[src/hw/pipe_pkg.sv]
package pipe_pkg;

    // Data path width.
    parameter int xlen = 32;

    // Instruction class as seen by the back end of the pipe.
    typedef enum logic [1:0] {
        op_alu,
        op_load,
        op_store,
        op_none
    } op_class_e;

    // ALU function; loads and stores use alu_add for the address.
    typedef enum logic [2:0] {
        alu_add,
        alu_sub,
        alu_and,
        alu_or,
        alu_xor
    } alu_op_e;

    // Load width and sign handling.
    typedef enum logic [2:0] {
        ld_b,
        ld_h,
        ld_w,
        ld_bu,
        ld_hu
    } load_kind_e;

    // Decoded operation held in ID.
    typedef struct packed {
        logic             valid;
        op_class_e        op_class;
        alu_op_e          alu_op;
        load_kind_e       load_kind;
        logic [4:0]       rs1;
        logic [4:0]       rs2;
        logic             use_rs1;
        logic             use_rs2;
        logic [4:0]       rd;
        logic [xlen-1:0]  imm;
        logic             use_imm;
    } id_ops_t;

    // EX/MEM register; result is the address for loads and stores.
    typedef struct packed {
        logic             valid;
        op_class_e        op_class;
        load_kind_e       load_kind;
        logic [4:0]       rd;
        logic [xlen-1:0]  result;
        logic [xlen-1:0]  store_data;
    } ex_mem_t;

    // MEM/WB register.
    typedef struct packed {
        logic             valid;
        logic [4:0]       rd;
        logic [xlen-1:0]  data;
    } mem_wb_t;

endpackage

[src/hw/id_hazard.sv]
`timescale 1ns/1ps

module id_hazard import pipe_pkg::*; (
    input  id_ops_t id_ops,
    input  ex_mem_t ex_mem,
    output logic    stall
);

    logic ld_in_ex;
    logic hit_rs1;
    logic hit_rs2;

    // A load one stage ahead has no data until MEM/WB.
    // x0 is never a real dependency.
    assign ld_in_ex = ex_mem.valid && (ex_mem.op_class == op_load) && (ex_mem.rd != 5'd0);

    // Only sources the ID operation actually reads count.
    assign hit_rs1 = id_ops.use_rs1 && (id_ops.rs1 == ex_mem.rd);
    assign hit_rs2 = id_ops.use_rs2 && (id_ops.rs2 == ex_mem.rd);

    // One bubble, then MEM/WB forwarding covers the value.
    assign stall = id_ops.valid && ld_in_ex && (hit_rs1 || hit_rs2);

endmodule

[config.mk]
export PLATFORM = sky130hd
export DESIGN_NAME = id_hazard
export DESIGN_NICKNAME = d
export VERILOG_FILES = /design/src/hw/pipe_pkg.sv /design/src/hw/id_hazard.sv
export SDC_FILE = /design/constraint.sdc
export NUM_CORES = 1
export LEC_CHECK = 0
export CORE_AREA = 2 2 52 54
export DETAILED_ROUTE_END_ITERATION = 10
export DIE_AREA = 0 0 54 56
export DONT_BUFFER_PORTS = 1
export PLACE_DENSITY = 0.3
export SYNTH_ARGS = -nofsm -noshare
export SYNTH_HDL_FRONTEND = slang
export SYNTH_SLANG_ARGS = --single-unit
[constraint.sdc]
create_clock -name vclk -period 1.1
set_input_delay 0.055 -clock vclk [all_inputs]
set_output_delay 0.055 -clock vclk [all_outputs]
set_load 0.02 [all_outputs]
### Word level (Yosys, flattened, before mapping)

Index checks and enable logic that the tools add are counted.

* bits in registers: 0
* input port bits: 134
* word-level logic and storage cells: 11

* equal/unequal tests: 3
* reductions and logical operators: 8

Operator list (count)
* equality test 5 bit: 2
* logical AND 1 bit: 6
* nonzero test 5 bit: 1
* equality test 2 x 1 -> 1 bit, second input constant: 1
* logical OR 1 bit: 1

### Depth between registers and ports, before layout

* depth after elaboration: 5
* depth in mapped cells: 4
* depth with buffers taken out: 4

### Least setup slack after synthesis

OpenSTA, ideal clock, no wires.

* path kind: input to output
* start point: input ex_mem[66] (netlist bit)
* end point: output stall
* arrival: 0.989 ns
* required time: 1.045 ns
* path slack: 0.056 ns
* stages on the path: 4
* path buffers: 0
* cells stage by stage: xor2_1 -> nor4_1 -> nand3_1 -> a221oi_2

* longest elaborated chain between the ends: 4
* elaborated cells on any way between the ends: 9
* those cells by class: eq/ne (2); reduce/logical (7)

RTL lines
* from (decl): RTL line id_hazard.sv:5 `input ex_mem_t ex_mem,`
* equality test 5 bit (tied with other cells): RTL line id_hazard.sv:18 `assign hit_rs1 = id_ops.use_rs1 && (id_ops.rs1 == ex_mem.rd);`
* logical AND 1 bit (on tied branches): RTL line id_hazard.sv:18, id_hazard.sv:15, id_hazard.sv:19
* logical OR 1 bit or logical AND 1 bit (tied branches): RTL line id_hazard.sv:22 `assign stall = id_ops.valid && ld_in_ex && (hit_rs1 || hit_rs2);`
* logical AND 1 bit (*): RTL line id_hazard.sv:22
* to (decl): RTL line id_hazard.sv:6 `output logic stall`

Mark *: on every way between the ends. The rest lies on a longest branch, timed or not.

### Final worst setup path

Same ends and word-level chain as after synthesis.

==> summary.txt <==
DR vias: 149
outcome: complete, no violations
worst hold start: id_ops[58]
share of the core filled with cells in the final layout: 0.08745
Overflow after GRT: 0
Vias/cell: 3.041
data required time of the critical path: 1040 ps
top cells by instance count after synthesis: 8 x xor2_1, 2 x nand3_1, 2 x nor4_1, 2 x xnor2_1
unique cell type count in the Yosys netlist: 8
clock buffer instance count of the final layout: 0
sequential fraction of the synthesis area: 0
antenna diode count: 0
count of sequential standard cells: 0
total power draw: 0.04264 mW
transition time at the pin with the least slew margin: 224.0 ps
starting utilization of the core area: 0.05864
pin count of the biggest net entering global routing: 4
core footprint: 2432 µm²
growth of design area from synthesis to finish: 49.12%
average wire length per cell after detail routing: 11.84 µm
critical path start-end classification: in2out
maximum vdd drop: 0.05404 mV
biggest area consumer among synthesized cells: xor2_1
unrepaired setup endpoints after global routing: yes
worst slack at placement: -30.90 ps
top cell type's share of synthesized area: 0.4912
Crit. Startpoint: ex_mem[66]
maximum clock rate: 932.9 MHz
number of global-route vias before repair: 168
count of hold buffers inserted by post-cts repair: 0
minimum setup slack in the final design: 28.02 ps
top post-synthesis cells by area: xor2_1 49%, xnor2_1 12%, a221oi_2 11%, nor4_1 8.8%, nand3_1 7.0%
number of nets in the layout: 155
placement row count: 18
post-route insts no fill: 49
count of input and output buffers: 0
Seq. cell area: 0 µm²
Setup-failing EPs final: 0
sort of element at the end of the critical path: output port
final-report hold violation count: 0
global-route wire length before repair: 869 µm
synthesis warning total: 0
final routed wirelength across all metal layers: 580 µm
die height: 56 µm
count of antenna-violating nets left after detailed routing: 0
Initial DRC Count: 0
worst min-delay path category: in2out
final weighted congestion of routability-driven global placement: 0.6705
Syn Area/Cell: 7.924 µm²
min cycle time layout: 1072 ps
final worst-path cycle share: 0.9745
cell area after synthesis: 142.6 µm²
most frequent cell after synthesis: xor2_1
Global Route Usage Sum: 0.03793
Worst slew margin: 0.8493
Die Width: 54 µm
DIE AREA: 3024 µm²
fraction of layout cells with a size suffix above 1: 0.2105
CP Max Fanout: 3
power density normalized to cell area: 200.4 nW/µm²
Setup Fix Bufs, Post-CTS: 0
I/O pin cnt: 135
final number of max-transition violations: 0
DRT Pass-1 Iters: 1
DRC violations left: 0
Startpoint Class: input port
number of cells after detailed placement: 49
number of antenna violations at the first check in global routing: 0
number of filler cells placed in the layout: 296
leakage power total: 0.05339 nW
multi-input combinational cell area: 167.7 µm²
Max-Cap Viols: 0
Mapped Cells: 18
net count after synthesis: 152
CP arrival: 1020 ps
## worst max-delay path, cell delays in order
cell and delay (ps):
xor2_4 160, nor4_2 270, nand3_1 120, a221oi_2 230
buf_4 170
## stage by stage
step / hold WS (ps) / cell area (µm²) / TNS, ps
after floorplan: 251.0 / 142.6 / 0
after global placement: 371.3 / 187.7 / 0
after detailed placement: 372.5 / 187.7 / -30.90
after CTS: 372.4 / 187.7 / -8.444
after global routing: 391.1 / 212.7 / -56.70
final: 368.6 / 212.7 / 0
## worst paths after layout
check                 cells past startpoint    end
worst min-delay path                      3  stall
worst max-delay path                      5  stall
## metal layers
layer,wire length [µm],GRT usage,vias to the layer above
li1,-,-,67
met1,236,0.05128,64
met2,258,0.06272,18
met3,86,0.01075,0
met4,0,0,0
met5,0,0,-
## placed cells by master (no fill, tap or decap), drive strengths merged
master and count:
a221oi 1, buf 1, nand3 2, nand4b 1, nor2 1, nor3 1
nor4 2, xnor2 2, xor2 8
## cell type report
| class | count | area share |
|---|---|---|
| repair buffers | 1 | 0.03529 |
| well taps | 30 | 0.1765 |
| multi-input cells | 18 | 0.7882 |
## power breakdown
| group | internal, mW | switching (mW) |
|---|---|---|
| registers | 0 | 0 |
| clock network | 0 | 0 |
| logic | 0.0264 | 0.0163 |
| total | 0.0264 | 0.0163 |
## logic make-up after synthesis
family,count (synthesis),share of synthesized area
compound gates,1,0.1052
xor+xnor,10,0.6141
simple gates,7,0.2806
## repair_timing
item,CTS,global route
setup endpoints to repair,1,1
pin swaps,4,5
gates resized for setup,0,3
Power figures use the tool's default switching activity.
