==> config.mk <==
export PLATFORM = sky130hd
export DESIGN_NAME = mem_stage
export DESIGN_NICKNAME = d
export VERILOG_FILES = /design/src/hw/pipe_pkg.sv /design/src/hw/mem_stage.sv
export SDC_FILE = /design/constraint.sdc
export NUM_CORES = 2
export LEC_CHECK = 0
export ABC_CLOCK_PERIOD_IN_PS = 3990
export BUFFER_PORTS_ARGS = -buffer_cell sky130_fd_sc_hd__buf_2
export CAP_MARGIN = 10
export CORE_MARGIN = 2
export CORE_UTILIZATION = 66
export CTS_BUF_LIST = sky130_fd_sc_hd__clkbuf_4
export DETAILED_ROUTE_END_ITERATION = 8
export PLACE_DENSITY = 0.86
export SETUP_SLACK_MARGIN = 0.1
export SLEW_MARGIN = 15
export SYNTH_ARGS = -nofsm -noshare
export SYNTH_HDL_FRONTEND = slang
export SYNTH_SLANG_ARGS = --single-unit
==> constraint.sdc <==
create_clock -name clk -period 3.99 [get_ports clk]
set_input_delay 0.399 -clock clk [delete_from_list [all_inputs] [get_ports clk]]
set_output_delay 0.399 -clock clk [all_outputs]
set_load 0.005 [all_outputs]
==> src/hw/pipe_pkg.sv <==
package pipe_pkg;

    // Data path width.
    parameter int xlen = 32;

    // Instruction class as seen by the back end of the pipe.
    typedef enum logic [1:0] {
        op_alu,
        op_load,
        op_store,
        op_none
    } op_class_e;

    // ALU function; loads and stores use alu_add for the address.
    typedef enum logic [2:0] {
        alu_add,
        alu_sub,
        alu_and,
        alu_or,
        alu_xor
    } alu_op_e;

    // Load width and sign handling.
    typedef enum logic [2:0] {
        ld_b,
        ld_h,
        ld_w,
        ld_bu,
        ld_hu
    } load_kind_e;

    // Decoded operation held in ID.
    typedef struct packed {
        logic             valid;
        op_class_e        op_class;
        alu_op_e          alu_op;
        load_kind_e       load_kind;
        logic [4:0]       rs1;
        logic [4:0]       rs2;
        logic             use_rs1;
        logic             use_rs2;
        logic [4:0]       rd;
        logic [xlen-1:0]  imm;
        logic             use_imm;
    } id_ops_t;

    // EX/MEM register; result is the address for loads and stores.
    typedef struct packed {
        logic             valid;
        op_class_e        op_class;
        load_kind_e       load_kind;
        logic [4:0]       rd;
        logic [xlen-1:0]  result;
        logic [xlen-1:0]  store_data;
    } ex_mem_t;

    // MEM/WB register.
    typedef struct packed {
        logic             valid;
        logic [4:0]       rd;
        logic [xlen-1:0]  data;
    } mem_wb_t;

endpackage

==> src/hw/mem_stage.sv <==
`timescale 1ns/1ps

module mem_stage import pipe_pkg::*; #(
    parameter int xlen = 32
) (
    input  logic    clk,
    input  logic    rst_n,
    input  ex_mem_t ex_mem,
    output mem_wb_t mem_wb
);

    // 64 words, word index from address bits 7:2.
    logic [xlen-1:0] dmem [0:63];
    logic [5:0]      widx;
    logic [xlen-1:0] rd_word;
    logic [7:0]      rd_byte;
    logic [15:0]     rd_half;
    logic [xlen-1:0] ld_data;
    logic [xlen-1:0] wb_value;

    assign widx = ex_mem.result[7:2];

    always_ff @(posedge clk or negedge rst_n) begin
        if (!rst_n) begin
            for (int i = 0; i < 64; i++) begin
                dmem[i] <= '0;
            end
        end else if (ex_mem.valid && (ex_mem.op_class == op_store)) begin
            dmem[widx] <= ex_mem.store_data;
        end
    end

    // Combinational read, lane picked by the low address bits.
    assign rd_word = dmem[widx];
    assign rd_byte = rd_word[8*ex_mem.result[1:0] +: 8];
    assign rd_half = ex_mem.result[1] ? rd_word[31:16] : rd_word[15:0];

    always_comb begin
        case (ex_mem.load_kind)
            ld_b:    ld_data = {{(xlen-8){rd_byte[7]}}, rd_byte};
            ld_bu:   ld_data = {{(xlen-8){1'b0}}, rd_byte};
            ld_h:    ld_data = {{(xlen-16){rd_half[15]}}, rd_half};
            ld_hu:   ld_data = {{(xlen-16){1'b0}}, rd_half};
            default: ld_data = rd_word;
        endcase
    end

    // x0 targets still report, but with zero data.
    assign wb_value = (ex_mem.rd == 5'd0) ? '0 :
                      (ex_mem.op_class == op_load) ? ld_data : ex_mem.result;

    // MEM/WB register; stores and unknown ops leave no writeback.
    always_ff @(posedge clk or negedge rst_n) begin
        if (!rst_n) begin
            mem_wb <= '0;
        end else begin
            mem_wb.valid <= ex_mem.valid &&
                            ((ex_mem.op_class == op_alu) || (ex_mem.op_class == op_load));
            mem_wb.rd    <= ex_mem.rd;
            mem_wb.data  <= wb_value;
        end
    end

endmodule

* Word level (Yosys, flattened, before mapping)
Index checks and enable logic that the tools add are counted.
** Cells by class
- $lt $le $gt $ge :: 2
- Eq/ne operators :: 5
- Shift-type cells :: 1
- Mux-type cells :: 10
- Bitwise operators :: 1
- Reduce and logical (&&, ||, !) cells :: 7
** Operator list (number)
- $bwmux 2048 :: 1
- $bmux 32 s6 :: 1
- $demux 32 s6 :: 1
- $mux 32 :: 5
- $pmux 32 s4 :: 1
- $shiftx 32x6->8 :: 1
- $mux 16 :: 1
- $ge 7x7->1 const B :: 1
- $lt 7x1->1 const B :: 1
- $not 6->7 :: 1
- $logic_not 5->1 :: 1
- $eq 3x1->1 const B :: 1
- $eq 3x2->1 const B :: 1
- $eq 3x3->1 const B :: 1
- $logic_and 1x1->1 :: 3
- $logic_not 3->1 :: 1
- $eq 2x1->1 const B :: 1
- $eq 2x2->1 const B :: 1
- $logic_not 2->1 :: 1
- $logic_or 1x1->1 :: 1
** Storage, ports and cells
- Bits in registers :: 2086
- Input bits :: 77
- Output and inout port bits :: 38

* Logic depth before layout (Yosys ltp)
- Word-level depth :: 8
- Mapped depth :: 17
- Gate-level depth less buffers :: 9

* Worst setup path after synthesis
No wires, ideal clock.
- Path kind :: input to register
- Start point :: input port ex_mem[35] (netlist bit)
- End point :: register mem_wb[2] (netlist bit)
- Data arrival time :: 3.073 ns
- Path slack :: 0.791 ns
- Stages on the path :: 13
- Path buffers :: 6
- Path through :: buf_2 -> buf_6 -> buf_6 -> buf_2 -> buf_2 -> buf_2 -> mux4_2 -> mux2i_1 -> o22ai_1 -> nor4b_1 -> o221ai_1 -> a221oi_1 -> nor2_1
** Between the ends
- Word-level cells in the longest chain between the ends :: 8
** RTL lines
- start, declared :: line mem_stage.sv:8 : input ex_mem_t ex_mem,
- $not 6->7 (not written as such) (*) :: line mem_stage.sv:34 : assign rd_word = dmem[widx];
- $bmux 32 s6 (*) :: line mem_stage.sv:34
- $mux 32 (not written as such) (*) (2 in series) :: line mem_stage.sv:34
- $shiftx 32x6->8 or $mux 16 (tied branches) :: line mem_stage.sv:35, mem_stage.sv:36
- $pmux 32 s4 (*) :: line mem_stage.sv:39 : case (ex_mem.load_kind)
- $mux 32 (*) :: line mem_stage.sv:50 : (ex_mem.op_class == op_load) ? ld_data : ex_mem.result;
- $mux 32 (*) :: line mem_stage.sv:49 : assign wb_value = (ex_mem.rd == 5'd0) ? '0 :
- named net wb_value[2] :: line mem_stage.sv:19 : logic [xlen-1:0] wb_value;
- end, declared :: line mem_stage.sv:9 : output mem_wb_t mem_wb
The timed path passes the listed nets; every way through them passes the cells marked *. The select of a mux whose other input is x is not followed.
A chain may end at the register's enable or synchronous reset.

* Final worst setup path
- Start point :: input port ex_mem[35] (netlist bit)
- End point :: register mem_wb[4] (netlist bit)
The elaborated chain is that of the path after synthesis.

==> impl_metrics.tcl <==
set metrics [dict create \
    outcome "completed" \
    dieWidth_um 381 \
    synth_edf_count 0 \
    drive_gt1_frac 0.487 \
    critical_path_arrival_ns 5.26 \
    viasPerCell 7.40 \
    hp-class "in2reg" \
    cts_buffer_depth 4 \
    fin_worst_skew_ns 0.137 \
    internal-power_uw 33700 \
    final_hold_viol_count 0 \
    worstMarginPinSlew_ns 1.29 \
    drt-total-wl_um 343000 \
    setup_slack_ns 0.0383 \
    rsz0062_at_grt "true" \
    wl_per_cell_um 36.0 \
    htree_levels 6 \
    antenna_found_initial 25 \
    port_buffers 114 \
    synthFlopType "dfrtp_1" \
    dieArea_mm2 0.145 \
    cts_made_buffers 541 \
    vias 70600 \
    pwr-share-seq 0.498 \
    clkPwrFrac 0.413 \
    maxCapViolCount 0 \
    grt_pass1_vias 73300 \
    tns_ns 0 \
    clock_latency_ns 1.43 \
    worstSetupPathType "in2reg" \
    syn_area_mm2 0.0936 \
    worstHoldStart "ex_mem[71]" \
    hold_depth 5 \
    place_ws_ns -0.262 \
    reg2reg_depth 10 \
    fin_hold_ws_ns 0.167 \
    first_pass_iters 8 \
    synth.distinct_cells 80 \
    drtAntennaViolNets 0 \
    grt_usage 0.472 \
    final-seq-area_mm2 0.0522 \
    fp-row-count 138 \
    syn_area_per_cell_um2 13.8 \
    drt-initial-drc-count 9893 \
    multi_input_area_mm2 0.0388 \
    critPathLaunchType "input port" \
    cts.root.buffer_cell "clkbuf_4" \
    switching_share 0.262 \
    area_delta_synth_final_pct 13.8 \
    synth_top_area_frac 0.558 \
    fmax_ghz 0.253 \
    cp-end-kind "flop" \
    yosysTopAreaCell "dfrtp_1" \
    ir_drop_mv 0.361 \
    rr_startpoint "dmem[2036]" \
    seq_area_frac_synth 0.558 \
    finalCriticalPeriod_ns 3.95 \
    p_leak_uw 0.0510 \
    critical_path_required_ns 5.30 \
    place_congestion 1.05 \
    n_fill_cell 8053 \
    maxSlewHeadroom 0.138 \
    pin_count 115 \
    post-route-drc-count 0 \
    setup_viol 0 \
    slew_violations 0 \
    clkTransAtPathRegs_ns 0.08 \
    yosysWarnings 0 \
    synth.most_common_cell "mux2_2" \
    synth.net_count 6852 \
    finalCritPeriodShare 0.990 \
    synth-seq-cells 2086 \
    cts_tree "built" \
    share_comb_of_total_power 0.089 \
    overflow 0 \
    async_flop_share 1.00 \
    cts.sinks 2086 \
    die_h_um 381 \
    synth_cells 6775 \
    initial_utilization 0.663 \
    netlist_top_cells_count "2147 x mux2_2, 2086 x dfrtp_1, 346 x a22oi_1" \
    startpoint "ex_mem[35]" \
    synth.top_cells.by_area "dfrtp_1 56%, mux2_2 26%, a22oi_1 2.8%, a221oi_1 1.9%, mux4_2 1.7%" \
    power_density_mw_per_mm2 429 \
    nets 7365 \
    core_mm2 0.141 \
    grt_pass1_wl_um 496000 \
    critPathMaxFanout 25 \
    net-switching-power_uw 12000 \
    grt_max_degree 122 \
    hpwl_um 198000 \
]
cell families after synthesis:
group | share of synthesized area
AOI/OAI and AO/OA | 0.0947
xor gates and xnor gates | 0.000187
buffers and inverters | 0.0351
DFF | 0.558
muxes | 0.289
and+or+nand+nor | 0.0234
critical path, cell delays in order:
cell and delay (ns):
dlygate4sd3_1 0.57, buf_8 0.29, buf_12 0.18, and3b_4 0.22
buf_12 0.16, buf_4 0.27, a22o_1 0.23, a221oi_1 0.27
a31oi_1 0.16, nor3_2 0.33, nand3_2 0.38, a221oi_1 0.43
dlygate4sd3_1 0.64, a31oi_1 0.09, dlygate4sd3_1 0.57
worst paths after layout:
kind                              end  slack (ns)
setup / recovery            mem_wb[4]        0.04
hold / removal             mem_wb[30]        0.17
setup reg to reg            mem_wb[4]        0.06
hold reg to reg            dmem[1503]        0.50
max in group asynchronous  dmem[1395]        2.64
min in group asynchronous  dmem[1781]        0.57
layout make-up:
type | count | share of cell area
Tap cell | 1890 | 0.0222
Sequential cell | 2086 | 0.490
Inverter | 8 | 0.000305
Timing Repair Buffer | 694 | 0.0605
Antenna cell | 25 | 0.000587
Multi-Input combinational cell | 3957 | 0.364
Clock inverter | 102 | 0.00833
Clock buffer | 768 | 0.0541
repair_timing:
action / in CTS / in global routing
endpoints found under the hold margin: 3993 / 0
gates resized for setup: 0 / 8
hold buffers: 143 / 0
setup endpoints to repair: 7 / 6
setup buffers: 2 / 1
cloned: 0 / 0
pin swaps: 1 / 1
power groups by stage:
stage	clock network, uW	registers, uW	logic (uW)
after floorplan	0	22900	2110
after global placement	0	23000	3580
after detailed placement	0	23100	3700
after CTS	18700	22700	3860
after global routing	20000	22800	4200
final	18900	22800	4060
routing by layer:
layer	vias to the layer above	routed length [um]	global-route usage
met5	-	216	0
met4	24	35400	0.384
met3	2287	55900	0.218
met2	6323	140000	0.652
met1	35300	111000	0.567
li1	26600	-	-
metrics by stage:
| stage | cell area [um2] | power, uW | cells | utilization |
|---|---|---|---|---|
| 6_report | 107000 | 45700 | 9530 | 0.754 |
| 5_1_grt | 106000 | 47000 | 9513 | 0.754 |
| 2_1_floorplan | 93600 | 25000 | 6775 | - |
| 4_1_cts | 106000 | 45300 | 9504 | 0.753 |
| 3_5_place_dp | 98300 | 26800 | 8489 | 0.696 |
| 3_3_place_gp | 98300 | 26600 | 8489 | 0.696 |
placed cells by master, fill, tap and decap left out, types with 88 or more instances in the layout:
cell              n
mux2_2         2147
mux2i_1         128
a221oi_1        207
clkbuf_4        768
buf_12           88
a22oi_1         346
dfrtp_1        2086
a21oi_1         105
a22o_1           94
buf_4           354
nand2_1         107
buf_2           105
dlygate4sd3_1   142
flip-flops by register name (all words and copies together) (netlist names):
| name | cells |
|---|---|
| dmem | 2048 |
| mem_wb | 38 |
(Power assumes the default switching activity.)
