File: src/hw/pipe_pkg.sv
package pipe_pkg;

    // Data path width.
    parameter int xlen = 32;

    // Instruction class as seen by the back end of the pipe.
    typedef enum logic [1:0] {
        op_alu,
        op_load,
        op_store,
        op_none
    } op_class_e;

    // ALU function; loads and stores use alu_add for the address.
    typedef enum logic [2:0] {
        alu_add,
        alu_sub,
        alu_and,
        alu_or,
        alu_xor
    } alu_op_e;

    // Load width and sign handling.
    typedef enum logic [2:0] {
        ld_b,
        ld_h,
        ld_w,
        ld_bu,
        ld_hu
    } load_kind_e;

    // Decoded operation held in ID.
    typedef struct packed {
        logic             valid;
        op_class_e        op_class;
        alu_op_e          alu_op;
        load_kind_e       load_kind;
        logic [4:0]       rs1;
        logic [4:0]       rs2;
        logic             use_rs1;
        logic             use_rs2;
        logic [4:0]       rd;
        logic [xlen-1:0]  imm;
        logic             use_imm;
    } id_ops_t;

    // EX/MEM register; result is the address for loads and stores.
    typedef struct packed {
        logic             valid;
        op_class_e        op_class;
        load_kind_e       load_kind;
        logic [4:0]       rd;
        logic [xlen-1:0]  result;
        logic [xlen-1:0]  store_data;
    } ex_mem_t;

    // MEM/WB register.
    typedef struct packed {
        logic             valid;
        logic [4:0]       rd;
        logic [xlen-1:0]  data;
    } mem_wb_t;

endpackage

File: src/hw/id_decode.sv
`timescale 1ns/1ps

module id_decode import pipe_pkg::*; (
    input  logic        clk,
    input  logic        rst_n,
    input  logic        instr_valid,
    input  logic [31:0] instr,
    input  logic        stall,
    output id_ops_t     id_ops
);

    logic [31:0] instr_q;
    logic        valid_q;

    // Instruction register; it holds while the hazard unit stalls ID.
    always_ff @(posedge clk or negedge rst_n) begin
        if (!rst_n) begin
            instr_q <= '0;
            valid_q <= 1'b0;
        end else if (!stall) begin
            valid_q <= instr_valid;
            if (instr_valid) begin
                instr_q <= instr;
            end
        end
    end

    // Field decode of the held word.
    always_comb begin
        id_ops           = '0;
        id_ops.valid     = valid_q;
        id_ops.op_class  = op_none;
        id_ops.alu_op    = alu_add;
        id_ops.load_kind = ld_w;
        id_ops.rs1       = instr_q[19:15];
        id_ops.rs2       = instr_q[24:20];
        case (instr_q[6:0])
            // OP-IMM, only ADDI.
            7'b0010011: begin
                if (instr_q[14:12] == 3'b000) begin
                    id_ops.op_class = op_alu;
                    id_ops.use_rs1  = 1'b1;
                    id_ops.use_imm  = 1'b1;
                    id_ops.rd       = instr_q[11:7];
                    id_ops.imm      = {{(xlen-12){instr_q[31]}}, instr_q[31:20]};
                end
            end
            // OP, register-register.
            7'b0110011: begin
                id_ops.op_class = op_alu;
                case ({instr_q[31:25], instr_q[14:12]})
                    10'b0000000_000: id_ops.alu_op = alu_add;
                    10'b0100000_000: id_ops.alu_op = alu_sub;
                    10'b0000000_111: id_ops.alu_op = alu_and;
                    10'b0000000_110: id_ops.alu_op = alu_or;
                    10'b0000000_100: id_ops.alu_op = alu_xor;
                    default:         id_ops.op_class = op_none;
                endcase
                if (id_ops.op_class == op_alu) begin
                    id_ops.use_rs1 = 1'b1;
                    id_ops.use_rs2 = 1'b1;
                    id_ops.rd      = instr_q[11:7];
                end
            end
            // Loads; funct3 picks width and sign.
            7'b0000011: begin
                id_ops.op_class = op_load;
                case (instr_q[14:12])
                    3'b000:  id_ops.load_kind = ld_b;
                    3'b001:  id_ops.load_kind = ld_h;
                    3'b010:  id_ops.load_kind = ld_w;
                    3'b100:  id_ops.load_kind = ld_bu;
                    3'b101:  id_ops.load_kind = ld_hu;
                    default: id_ops.op_class = op_none;
                endcase
                if (id_ops.op_class == op_load) begin
                    id_ops.use_rs1 = 1'b1;
                    id_ops.use_imm = 1'b1;
                    id_ops.rd      = instr_q[11:7];
                    id_ops.imm     = {{(xlen-12){instr_q[31]}}, instr_q[31:20]};
                end
            end
            // Stores, only SW; S-type immediate.
            7'b0100011: begin
                if (instr_q[14:12] == 3'b010) begin
                    id_ops.op_class = op_store;
                    id_ops.use_rs1  = 1'b1;
                    id_ops.use_rs2  = 1'b1;
                    id_ops.use_imm  = 1'b1;
                    id_ops.imm      = {{(xlen-12){instr_q[31]}}, instr_q[31:25],
                                       instr_q[11:7]};
                end
            end
            default: id_ops.op_class = op_none;
        endcase
    end

endmodule

File: config.mk
export PLATFORM = sky130hd
export DESIGN_NAME = id_decode
export DESIGN_NICKNAME = d
export VERILOG_FILES = /design/src/hw/pipe_pkg.sv /design/src/hw/id_decode.sv
export SDC_FILE = /design/constraint.sdc
export NUM_CORES = 1
export LEC_CHECK = 0
export BUFFER_PORTS_ARGS = -buffer_cell sky130_fd_sc_hd__buf_4
export CAP_MARGIN = 20
export CORE_MARGIN = 8
export CORE_UTILIZATION = 45
export CTS_BUF_LIST = sky130_fd_sc_hd__clkbuf_4
export CTS_CLUSTER_DIAMETER = 200
export CTS_CLUSTER_SIZE = 8
export DETAILED_ROUTE_END_ITERATION = 10
export GPL_ROUTABILITY_DRIVEN = 0
export PLACE_DENSITY_LB_ADDON = 0.12
export SLEW_MARGIN = 15
export SYNTH_ARGS = -nofsm -noshare
export SYNTH_HDL_FRONTEND = slang
export SYNTH_SLANG_ARGS = --single-unit
File: constraint.sdc
create_clock -name clk -period 2.92 [get_ports clk]
set_clock_uncertainty 0.15 [all_clocks]
set_input_delay 0.146 -clock clk [delete_from_list [all_inputs] [get_ports clk]]
set_output_delay 0.146 -clock clk [all_outputs]
set_load 0.005 [all_outputs]
* Word-level counts from Yosys, hierarchy flattened
Cells that the tools add are included.
** Storage, ports and cells
- Bits in registers :: 33
- Word-level logic and storage cells :: 44
** Operators by class
- Equality and inequality tests :: 13
- Multiplexer cells :: 22
- Bitwise operators :: 1
- Reduce and logical (&&, ||, !) cells :: 6
** Operators with widths (count)
- case mux 33 bit (3 select lines) :: 1
- two-way mux 38 bit :: 2
- two-way mux 33 bit :: 1
- equality test 10 x 3 -> 1 bit, second input constant :: 3
- case mux 3 bit (4 select lines) :: 2
- case mux 5 bit (3 select lines) :: 1
- equality test 7 x 6 -> 1 bit, second input constant :: 2
- two-way mux 2 bit :: 6
- equality test 10 x 9 -> 1 bit, second input constant :: 1
- logical NOT 10 bit :: 1
- OR reduction 5 bit :: 2
- case mux 2 bit (4 select lines) :: 1
- equality test 7 x 2 -> 1 bit, second input constant :: 1
- equality test 7 x 5 -> 1 bit, second input constant :: 1
- two-way mux 7 bit :: 1
- equality test 3 bit, second input constant :: 2
- two-way mux 3 bit :: 2
- case mux 1 bit (4 select lines) :: 1
- equality test 3 x 1 -> 1 bit, second input constant :: 1
- equality test 3 x 2 -> 1 bit, second input constant :: 1
- logical NOT 3 bit :: 1
- two-way mux 1 bit :: 3
- equality test 2 x 1 -> 1 bit, second input constant :: 1
- logical NOT 2 bit :: 1
- other kinds (3) :: 3

* Longest topological paths before layout
Gate-level depths: netlist of the first run.
- Depth after elaboration :: 7
- Gate-level depth with buffers :: 6

* Least setup slack after synthesis of the first run
OpenSTA, ideal clock, no wires.
- Kind :: flip-flop to output port
- Start :: register instr_q[3]
- End :: output id_ops[13] in the netlist's numbering
- Arrival :: 2.019 ns
- Data required time :: 2.624 ns
- Slack :: 0.605 ns
- Cell stages (with the launch flop) :: 6
- Path buffers :: 2
- Cell sequence :: dfrtp_1 -> or4_4 -> buf_6 -> nor2_1 -> and2_1 -> buf_4
** RTL lines
- from (decl) :: RTL line id_decode.sv:12 : logic [31:0] instr_q;
- from (signal assigned) :: RTL line id_decode.sv:23 : instr_q <= instr;
- to (decl) :: RTL line id_decode.sv:9 : output id_ops_t id_ops

==> results of run 1 <==
## report_power, final
group | switching [W] | leakage [nW] | internal [W] | total [W]
sequential | 0.0000720 | 0.388 | 0.000523 | 0.000595
clock | 0.000160 | 0.0310 | 0.0000907 | 0.000251
combinational | 0.0000982 | 0.884 | 0.000175 | 0.000274
## final timing paths
check	cells past startpoint	to	slack, ns	from
setup / recovery	4	id_ops[5]	0.29	instr_q[3]$_DFFE_PN0P_
hold / removal	2	instr_q[15]$_DFFE_PN0P_	0.12	rst_n
setup reg to reg	1	instr_q[13]$_DFFE_PN0P_	1.83	instr_q[13]$_DFFE_PN0P_
hold reg to reg	1	valid_q$_DFFE_PN0N_	0.36	valid_q$_DFFE_PN0N_
max in group asynchronous	2	instr_q[31]$_DFFE_PN0P_	2.18	rst_n
min in group clk	4	valid_q$_DFFE_PN0N_	0.25	instr_valid
## kinds of logic after synthesis
logic type,share of synthesized area (%)
AOI/OAI and AO/OA,7.99
adders and majority gates,0.520
buffers and inverters,14.3
DFF,42.9
muxes,19.2
and+or+nand+nor,15.1
## state kept, by name (all words and copies together), names as in the netlist
register  count
valid_q       1
instr_q      32
## stage by stage
stage	total power [W]	setup WS (ns)	instances	area (um2)	utilization [%]
floorplan	0.000748	0.605	175	1930	-
global placement	0.000828	0.655	283	2450	60.4
detailed placement	0.000841	0.568	283	2450	60.4
CTS	0.00113	0.159	325	2850	70.2
global route	0.00118	0.113	325	2850	70.2
finish	0.00112	0.287	325	2850	70.2
## routing by layer
layer	vias to the layer above	global-route usage (%)
li1	789	-
met1	768	17.9
met2	76	27.5
met3	7	6.22
met4	0	5.00
met5	-	0
## critical path: stages (launching register included)
cell     delay [ns]
dfrtp_1        0.42
or4_4          0.60
nor3b_1        0.62
a22o_1         0.24
buf_4          0.11
## cells in the final DEF (no fill, tap or decap), drive strengths merged
cell	netlist	routed
buf	33	98
dlygate4sd3	0	34
dfrtp	33	33
mux2	32	32
a21oi	8	8
nand3	8	8
and2	7	7
a22o	5	5
clkbuf	7	5
nand2	4	4
nor2	4	4
nand2b	4	4
or4	4	4
nor3	3	3
or3	3	3
o2111ai	3	3
nor3b	2	2
o21ai	2	2
clkinv	0	2
or2	2	2
a211oi	2	2
nor2b	2	2
mux2i	1	1
maj3	1	1
nand3b	1	1
or3b	1	1
nor4	1	1
and3	1	1
a21o	1	1
clkinvlp	0	1
## area by class of cell
cell class	count	share of cell area, %
clock buffer	5	1.32
clock inverter	3	0.615
multi-input combinational	102	29.1
sequential	33	29.0
tap	50	2.20
timing repair buffer	132	37.8
## repair_timing
| item | in CTS | in global routing |
|---|---|---|
| endpoints found under the setup margin | 0 | 21 |
| endpoints found under the hold margin | 66 | 0 |
| gates resized for setup | 0 | 1 |
| hold buffers | 34 | 0 |
==> impl_metrics.ini, run 1 <==
[synth]
yosysMostFrequentCell = dfrtp_1
yosys.area.top_type = dfrtp_1
synth_cell_type_count = 35
synth_area_leaders = dfrtp_1, mux2_2, buf_4
yosysTopAreaCellShare_pct = 42.9
ys_seq_area_share_pct = 42.9
synth_flop_cell = dfrtp_1
synthTopCellsByCount = dfrtp_1, mux2_2, buf_4
synth_edf_count = 0
async_reset_ff_share_pct = 100
synthesis.area_mm2 = 0.00193
ys_warn_count = 0
syn_nets = 211
netlist_instances = 175
synth_seq_cells = 33
postSynthAreaPerCell_um2 = 11.0

[floorplan]
core_mm2 = 0.00406
die_area_mm2 = 0.00663
dieHeight_um = 81.4
chipWidth_um = 81.4
row_count = 23
boundaryPins = 95
start_util_pct = 47.5

[route]
via_per_inst = 5.05
ant_nets = 0
avgRoutedWirePerCell_um = 16.7
drt_iter0_markers = 88
drt-met1-wl_um = 2150
met2_length_um = 2620
drt_wl_total_um = 5420
vias = 1640
drc = 0
drt_pre_antenna_iters = 4
wl_met3_um = 579
top_layer = met4

[worst_hold_path]
hold_path_class = in -> async

[sta]
hold_viol = 0
rsz0062_at_grt = false
period_needed_ns = 2.63
whs_ns = 0.121
tightest_slew_ns = 0.718
setup_viol = 0
min_period_over_period_pct = 90.2
relSlewSlack_pct = 52.0
max_freq_ghz = 0.380
maxSlewViolCount = 0
tns_ns = 0

[power_and_ir_drop]
p_per_area_mw_per_mm2 = 393
ir_worst_vdd_uv = 340
leakage_nw = 1.30

[grt]
overflow = 0
grt_use_total_pct = 16.0
antenna_found_initial = 0
grt_pass1_wl_um = 8280
grt_max_degree = 34
grt_pass1_vias = 1794

[status]
status = finished clean

[cts]
cts-root-buf = clkbuf_4
clk_path_buf_depth = 2
insertion_delay_ns = 0.33
cts.sinks = 33
cts_buffers = 5
cts-htree-levels = 2
clk_pin_slew_ns = 0.11
post-cts-setup-buffers = 0
cts_tree = yes

[critical_path]
cp-start-kind = flip-flop
cp.required_ns = 2.62
crit_fanout = 9
cp-end-kind = output pin
arrival_ns = 2.34
critPathKind = reg -> out

[placement]
port_buffers = 94
dp.final_hpwl_um = 4000

[cells_and_area]
nFillCells = 305
final_layout_size_suffix_gt1_share_pct = 54.2
area_delta_synth_final_pct = 47.9
finalNetCount = 310
multi_input_area_um2 = 830
seqCellArea_um2 = 826
antenna_cells = 0

[flow_run]
maxCapViolCount = 0
Note: power is estimated with default switching activity, not from simulation.
==> run 2: changes to the inputs <==
Settings changed: CORE_UTILIZATION 45 to 47.
==> run 2 against run 1 <==
Combinational power about the same. Utilization increased by 1.5 points. Sequential power about the same. Via count about the same. Clock-buffer cell count increased by 1. Final cell count unchanged. Critical path depth increased by 1. Sequential cell count unchanged. Largest power group unchanged. Largest cell class unchanged.
==> impl_metrics.ini, run 2 (same netlist as run 1, synthesis figures left out) <==
[sta]
maxSlewViolCount = 0
hold_viol = 0
period_needed_ns = 2.66
max_freq_ghz = 0.377
rsz0062_at_grt = false
setup_viol = 0
tns_ns = 0
min_period_over_period_pct = 90.9
tightest_slew_ns = 0.696
relSlewSlack_pct = 53.5

[critical_path]
cp-end-kind = output pin
cp.depth = 5
crit_slowest_cell = nor3_1
cp-start-kind = flip-flop
r2r_cells = 1
critPathKind = reg -> out
crit_fanout = 10
worst-path-buf-inv = 1
cp.required_ns = 2.62
crit_chain = or2_1 -> maj3_1 -> nor3_1 -> a22o_1 -> buf_4
critPathTopFamily = simple AND/OR/NAND/NOR gates
arrival_ns = 2.36
max_stage_delay_ns = 0.49

[route]
drt-met1-wl_um = 2070
met2_length_um = 3020
drt_wl_total_um = 5530
drc = 0
drt_pre_antenna_iters = 4
wl_met3_um = 362
vias = 1641
top_layer = met4
ant_nets = 0
avgRoutedWirePerCell_um = 17.0
via_per_inst = 5.05
drt_iter0_markers = 130

[cts]
post-cts-setup-buffers = 0
cts.sinks = 33
cts-root-buf = clkbuf_4
cts-htree-levels = 2
cts_tree = yes
cts_buffers = 5
insertion_delay_ns = 0.33
clk_path_buf_depth = 2
clk_pin_slew_ns = 0.11

[power_and_ir_drop]
pwr-share-seq_pct = 52.5
power_switching_share_pct = 29.3
pwr-share-comb_pct = 24.3
p_switching_w = 0.000332
ir_worst_vdd_uv = 373
total_power_w = 0.00113
internal-power_w = 0.000800
leakage_nw = 1.31
p_per_area_mw_per_mm2 = 397
power_frac_clock_pct = 23.2

[placement]
dp.cells = 283
port_buffers = 94
placed_area_mm2 = 0.00245
dp.final_hpwl_um = 3860

[cells_and_area]
antenna_cells = 0
final_common_cell = buf_4
fin_util_pct = 71.7
nFillCells = 286
largest-register = instr_q
finalNetCount = 310
fin_cells = 325
largest_reg_flops = 32
final_cell_mix = buf_4, dlygate4sd3_1, dfrtp_1
final_layout_size_suffix_gt1_share_pct = 54.2
area_delta_synth_final_pct = 47.9
top_regs = instr_q (32), valid_q (1)
post-route-cell-area_mm2 = 0.00285

[grt]
grt_max_degree = 34
antenna_found_initial = 0
grt_pass1_vias = 1742
grt_pass1_wl_um = 8830
grt_use_total_pct = 17.6
overflow = 0

[flow_run]
maxCapViolCount = 0

[floorplan]
start_util_pct = 48.5
boundaryPins = 95
row_count = 23
core_mm2 = 0.00397
die_area_mm2 = 0.00640
dieHeight_um = 80.0
chipWidth_um = 80.0

[status]
status = finished clean

[worst_hold_path]
hold_path_class = in -> async
run 2: final cells by class:
cell class | count | area, um2 | area share (%)
repair buffers | 132 | 1080 | 37.8
clock buffers | 6 | 45.0 | 1.58
multi-input cells | 102 | 830 | 29.1
clock inverters | 2 | 10.0 | 0.351
flip-flops and latches | 33 | 826 | 29.0
well taps | 50 | 62.6 | 2.20
run 2: worst paths after layout:
path / startpoint / end / slack, ns
worst min-delay path: rst_n / instr_q[5]$_DFFE_PN0P_ / 0.13
worst max-delay path: instr_q[14]$_DFFE_PN0P_ / id_ops[1] / 0.26
worst max register to register: instr_q[13]$_DFFE_PN0P_ / instr_q[13]$_DFFE_PN0P_ / 1.81
max in group asynchronous: rst_n / instr_q[4]$_DFFE_PN0P_ / 2.19
worst min register to register: instr_q[17]$_DFFE_PN0P_ / instr_q[17]$_DFFE_PN0P_ / 0.38
min in group clk: instr_valid / valid_q$_DFFE_PN0N_ / 0.29
run 2: metrics by stage:
step / hold WS, ns / setup slack [ns]
after floorplan: -0.300 / 0.605
after global placement: -0.0426 / 0.630
after detailed placement: -0.0346 / 0.575
after CTS: 0.146 / 0.191
after global routing: 0.140 / 0.0981
final: 0.125 / 0.265
run 2: power by group through the flow:
stage	clock (W)	combinational (W)	sequential, W
finish	0.000263	0.000275	0.000594
floorplan	0	0.000182	0.000567
global route	0.000293	0.000299	0.000607
global placement	0	0.000230	0.000597
detailed placement	0	0.000238	0.000602
CTS	0.000263	0.000276	0.000593
run 2: routing by layer:
layer	vias up	track usage, %
li1	789	-
met1	793	18.3
met2	49	32.2
met3	10	5.86
met4	0	5.45
met5	-	0
run 2: timing repair:
action	4_1_cts	5_1_grt
resized for setup	0	1
hold buffers	34	0
endpoints found under the setup margin	0	21
hold endpoints to repair	66	0
==> run 3: changes to the inputs <==
==> constraint.sdc (replaced) <==
create_clock -name clk -period 2.92 [get_ports clk]
set_clock_uncertainty 0.15 [all_clocks]
set_input_delay 0.438 -clock clk [delete_from_list [all_inputs] [get_ports clk]]
set_output_delay 0.438 -clock clk [all_outputs]
set_load 0.005 [all_outputs]
==> run 3 against run 2 <==
Hold slack better by 0.063 ns. Global-route usage is 2.4 points lower. Non-clock buffer count is 31 lower. Sequential cell count stayed put. Sequential power hardly changed. Design area is 9.9% lower. Final cell count is 9.8% lower. Via count is 8.0% lower. Highest routed layer unchanged.
==> impl_metrics.ini, run 3 (same netlist as run 1, synthesis figures left out) <==
[grt]
antenna_found_initial = 0
grt_max_degree = 34
grt_use_total_pct = 15.2
grt_pass1_wl_um = 7670
grt_pass1_vias = 1557
overflow = 0

[critical_path]
cp.required_ns = 2.33
critPathKind = reg -> out
cp-start-kind = flip-flop
crit_fanout = 9
r2r_end = instr_q[5]$_DFFE_PN0P_
arrival_ns = 2.25
rr_startpoint = instr_q[5]$_DFFE_PN0P_
r2r_cells = 1
rrSetupSlack_ns = 1.80
cp-end-kind = output pin

[cts]
clk_pin_slew_ns = 0.10
cts-root-buf = clkbuf_4
cts.sinks = 33
cts_buffers = 5
cts_tree = yes
cts-htree-levels = 2
insertion_delay_ns = 0.32
clk_path_buf_depth = 2

[cells_and_area]
fin_util_pct = 64.7
largest_reg_flops = 32
antenna_cells = 0
top_regs = instr_q (32), valid_q (1)
area_delta_synth_final_pct = 33.2
largest-register = instr_q
post-route-cell-area_mm2 = 0.00257
final_common_cell = buf_4
finalNetCount = 279
final_cell_mix = buf_4, mux2_2, dfrtp_1
final_layout_size_suffix_gt1_share_pct = 63.4

[route]
via_per_inst = 5.15
drt_pre_antenna_iters = 4
avgRoutedWirePerCell_um = 17.1
vias = 1510
drt_wl_total_um = 5020
drc = 0
ant_nets = 0
drt_iter0_markers = 69

[power_and_ir_drop]
leakage_nw = 1.17
total_power_w = 0.00109
p_per_area_mw_per_mm2 = 424
ir_worst_vdd_uv = 299

[floorplan]
die_area_mm2 = 0.00640
dieHeight_um = 80.0
core_mm2 = 0.00397
row_count = 23
boundaryPins = 95
start_util_pct = 48.5
chipWidth_um = 80.0

[flow_run]
maxCapViolCount = 0

[worst_hold_path]
holdPathStages = 2
hold_start = instr[24]
hold_end = instr_q[24]$_DFFE_PN0P_
hold_path_class = in -> reg

[placement]
placed_area_mm2 = 0.00246
dp.final_hpwl_um = 3890
port_buffers = 94

[sta]
period_needed_ns = 2.84
maxSlewViolCount = 0
max_freq_ghz = 0.352
tightest_slew_ns = 0.413
setup_viol = 0
relSlewSlack_pct = 72.5
tns_ns = 0
hold_viol = 0
min_period_over_period_pct = 97.2
whs_ns = 0.188

[status]
status = finished clean
## run 3: report_power, final
group / total [W] / switching (W) / leakage, nW / internal (W)
registers: 0.000597 / 0.0000720 / 0.385 / 0.000525
clock network: 0.000241 / 0.000145 / 0.0292 / 0.0000967
logic: 0.000249 / 0.0000992 / 0.758 / 0.000150
total: 0.00109 / 0.000316 / 1.17 / 0.000772
## run 3: final cells by class
cell class | instances | area (um2)
clock buffers | 6 | 45.0
clock inverters | 1 | 3.75
fillers | 327 | 1400
multi-input cells | 102 | 866
flip-flops and latches | 33 | 830
well taps | 50 | 62.6
repair buffers | 101 | 761
## run 3: how the worst max path moves through the flow
stage / endpoint / start / slack, ns / cells past startpoint
floorplan: id_ops[13] / instr_q[3]$_DFFE_PN0P_ / 0.31 / 5
finish: id_ops[34] / instr_q[12]$_DFFE_PN0P_ / 0.08 / 5
detailed placement: id_ops[34] / instr_q[26]$_DFFE_PN0P_ / 0.39 / 5
CTS: id_ops[34] / instr_q[13]$_DFFE_PN0P_ / 0.01 / 5
global placement: id_ops[36] / instr_q[26]$_DFFE_PN0P_ / 0.38 / 5
global route: id_ops[37] / instr_q[26]$_DFFE_PN0P_ / -0.04 / 5
## run 3: layer usage
metal	share of wire (%)	global-route usage, %
met5	0	0
met2	56	26.8
met1	37	16.7
met3	5.9	5.18
met4	0.82	4.91
## run 3: critical path: stages (launching register included)
cell	delay (ns)
dfrtp_2	0.47
or2_1	0.26
maj3_1	0.40
or3_2	0.49
a21oi_1	0.17
buf_4	0.13
## run 3: per-stage QoR
stage          instances  worst slack (ns)
2_1_floorplan        175             0.313
3_3_place_gp         284             0.383
3_5_place_dp         284             0.392
4_1_cts              292            0.0120
5_1_grt              293           -0.0411
6_report             293            0.0824
## run 3: what timing repair did
| action | CTS | global route |
|---|---|---|
| hold buffers | 1 | 0 |
| cloned | 0 | 0 |
| pin swaps | 1 | 1 |
| hold endpoints to repair | 33 | 0 |
| setup endpoints to repair | 1 | 33 |
| buffers inserted | 0 | 1 |
| resized for setup | 1 | 8 |
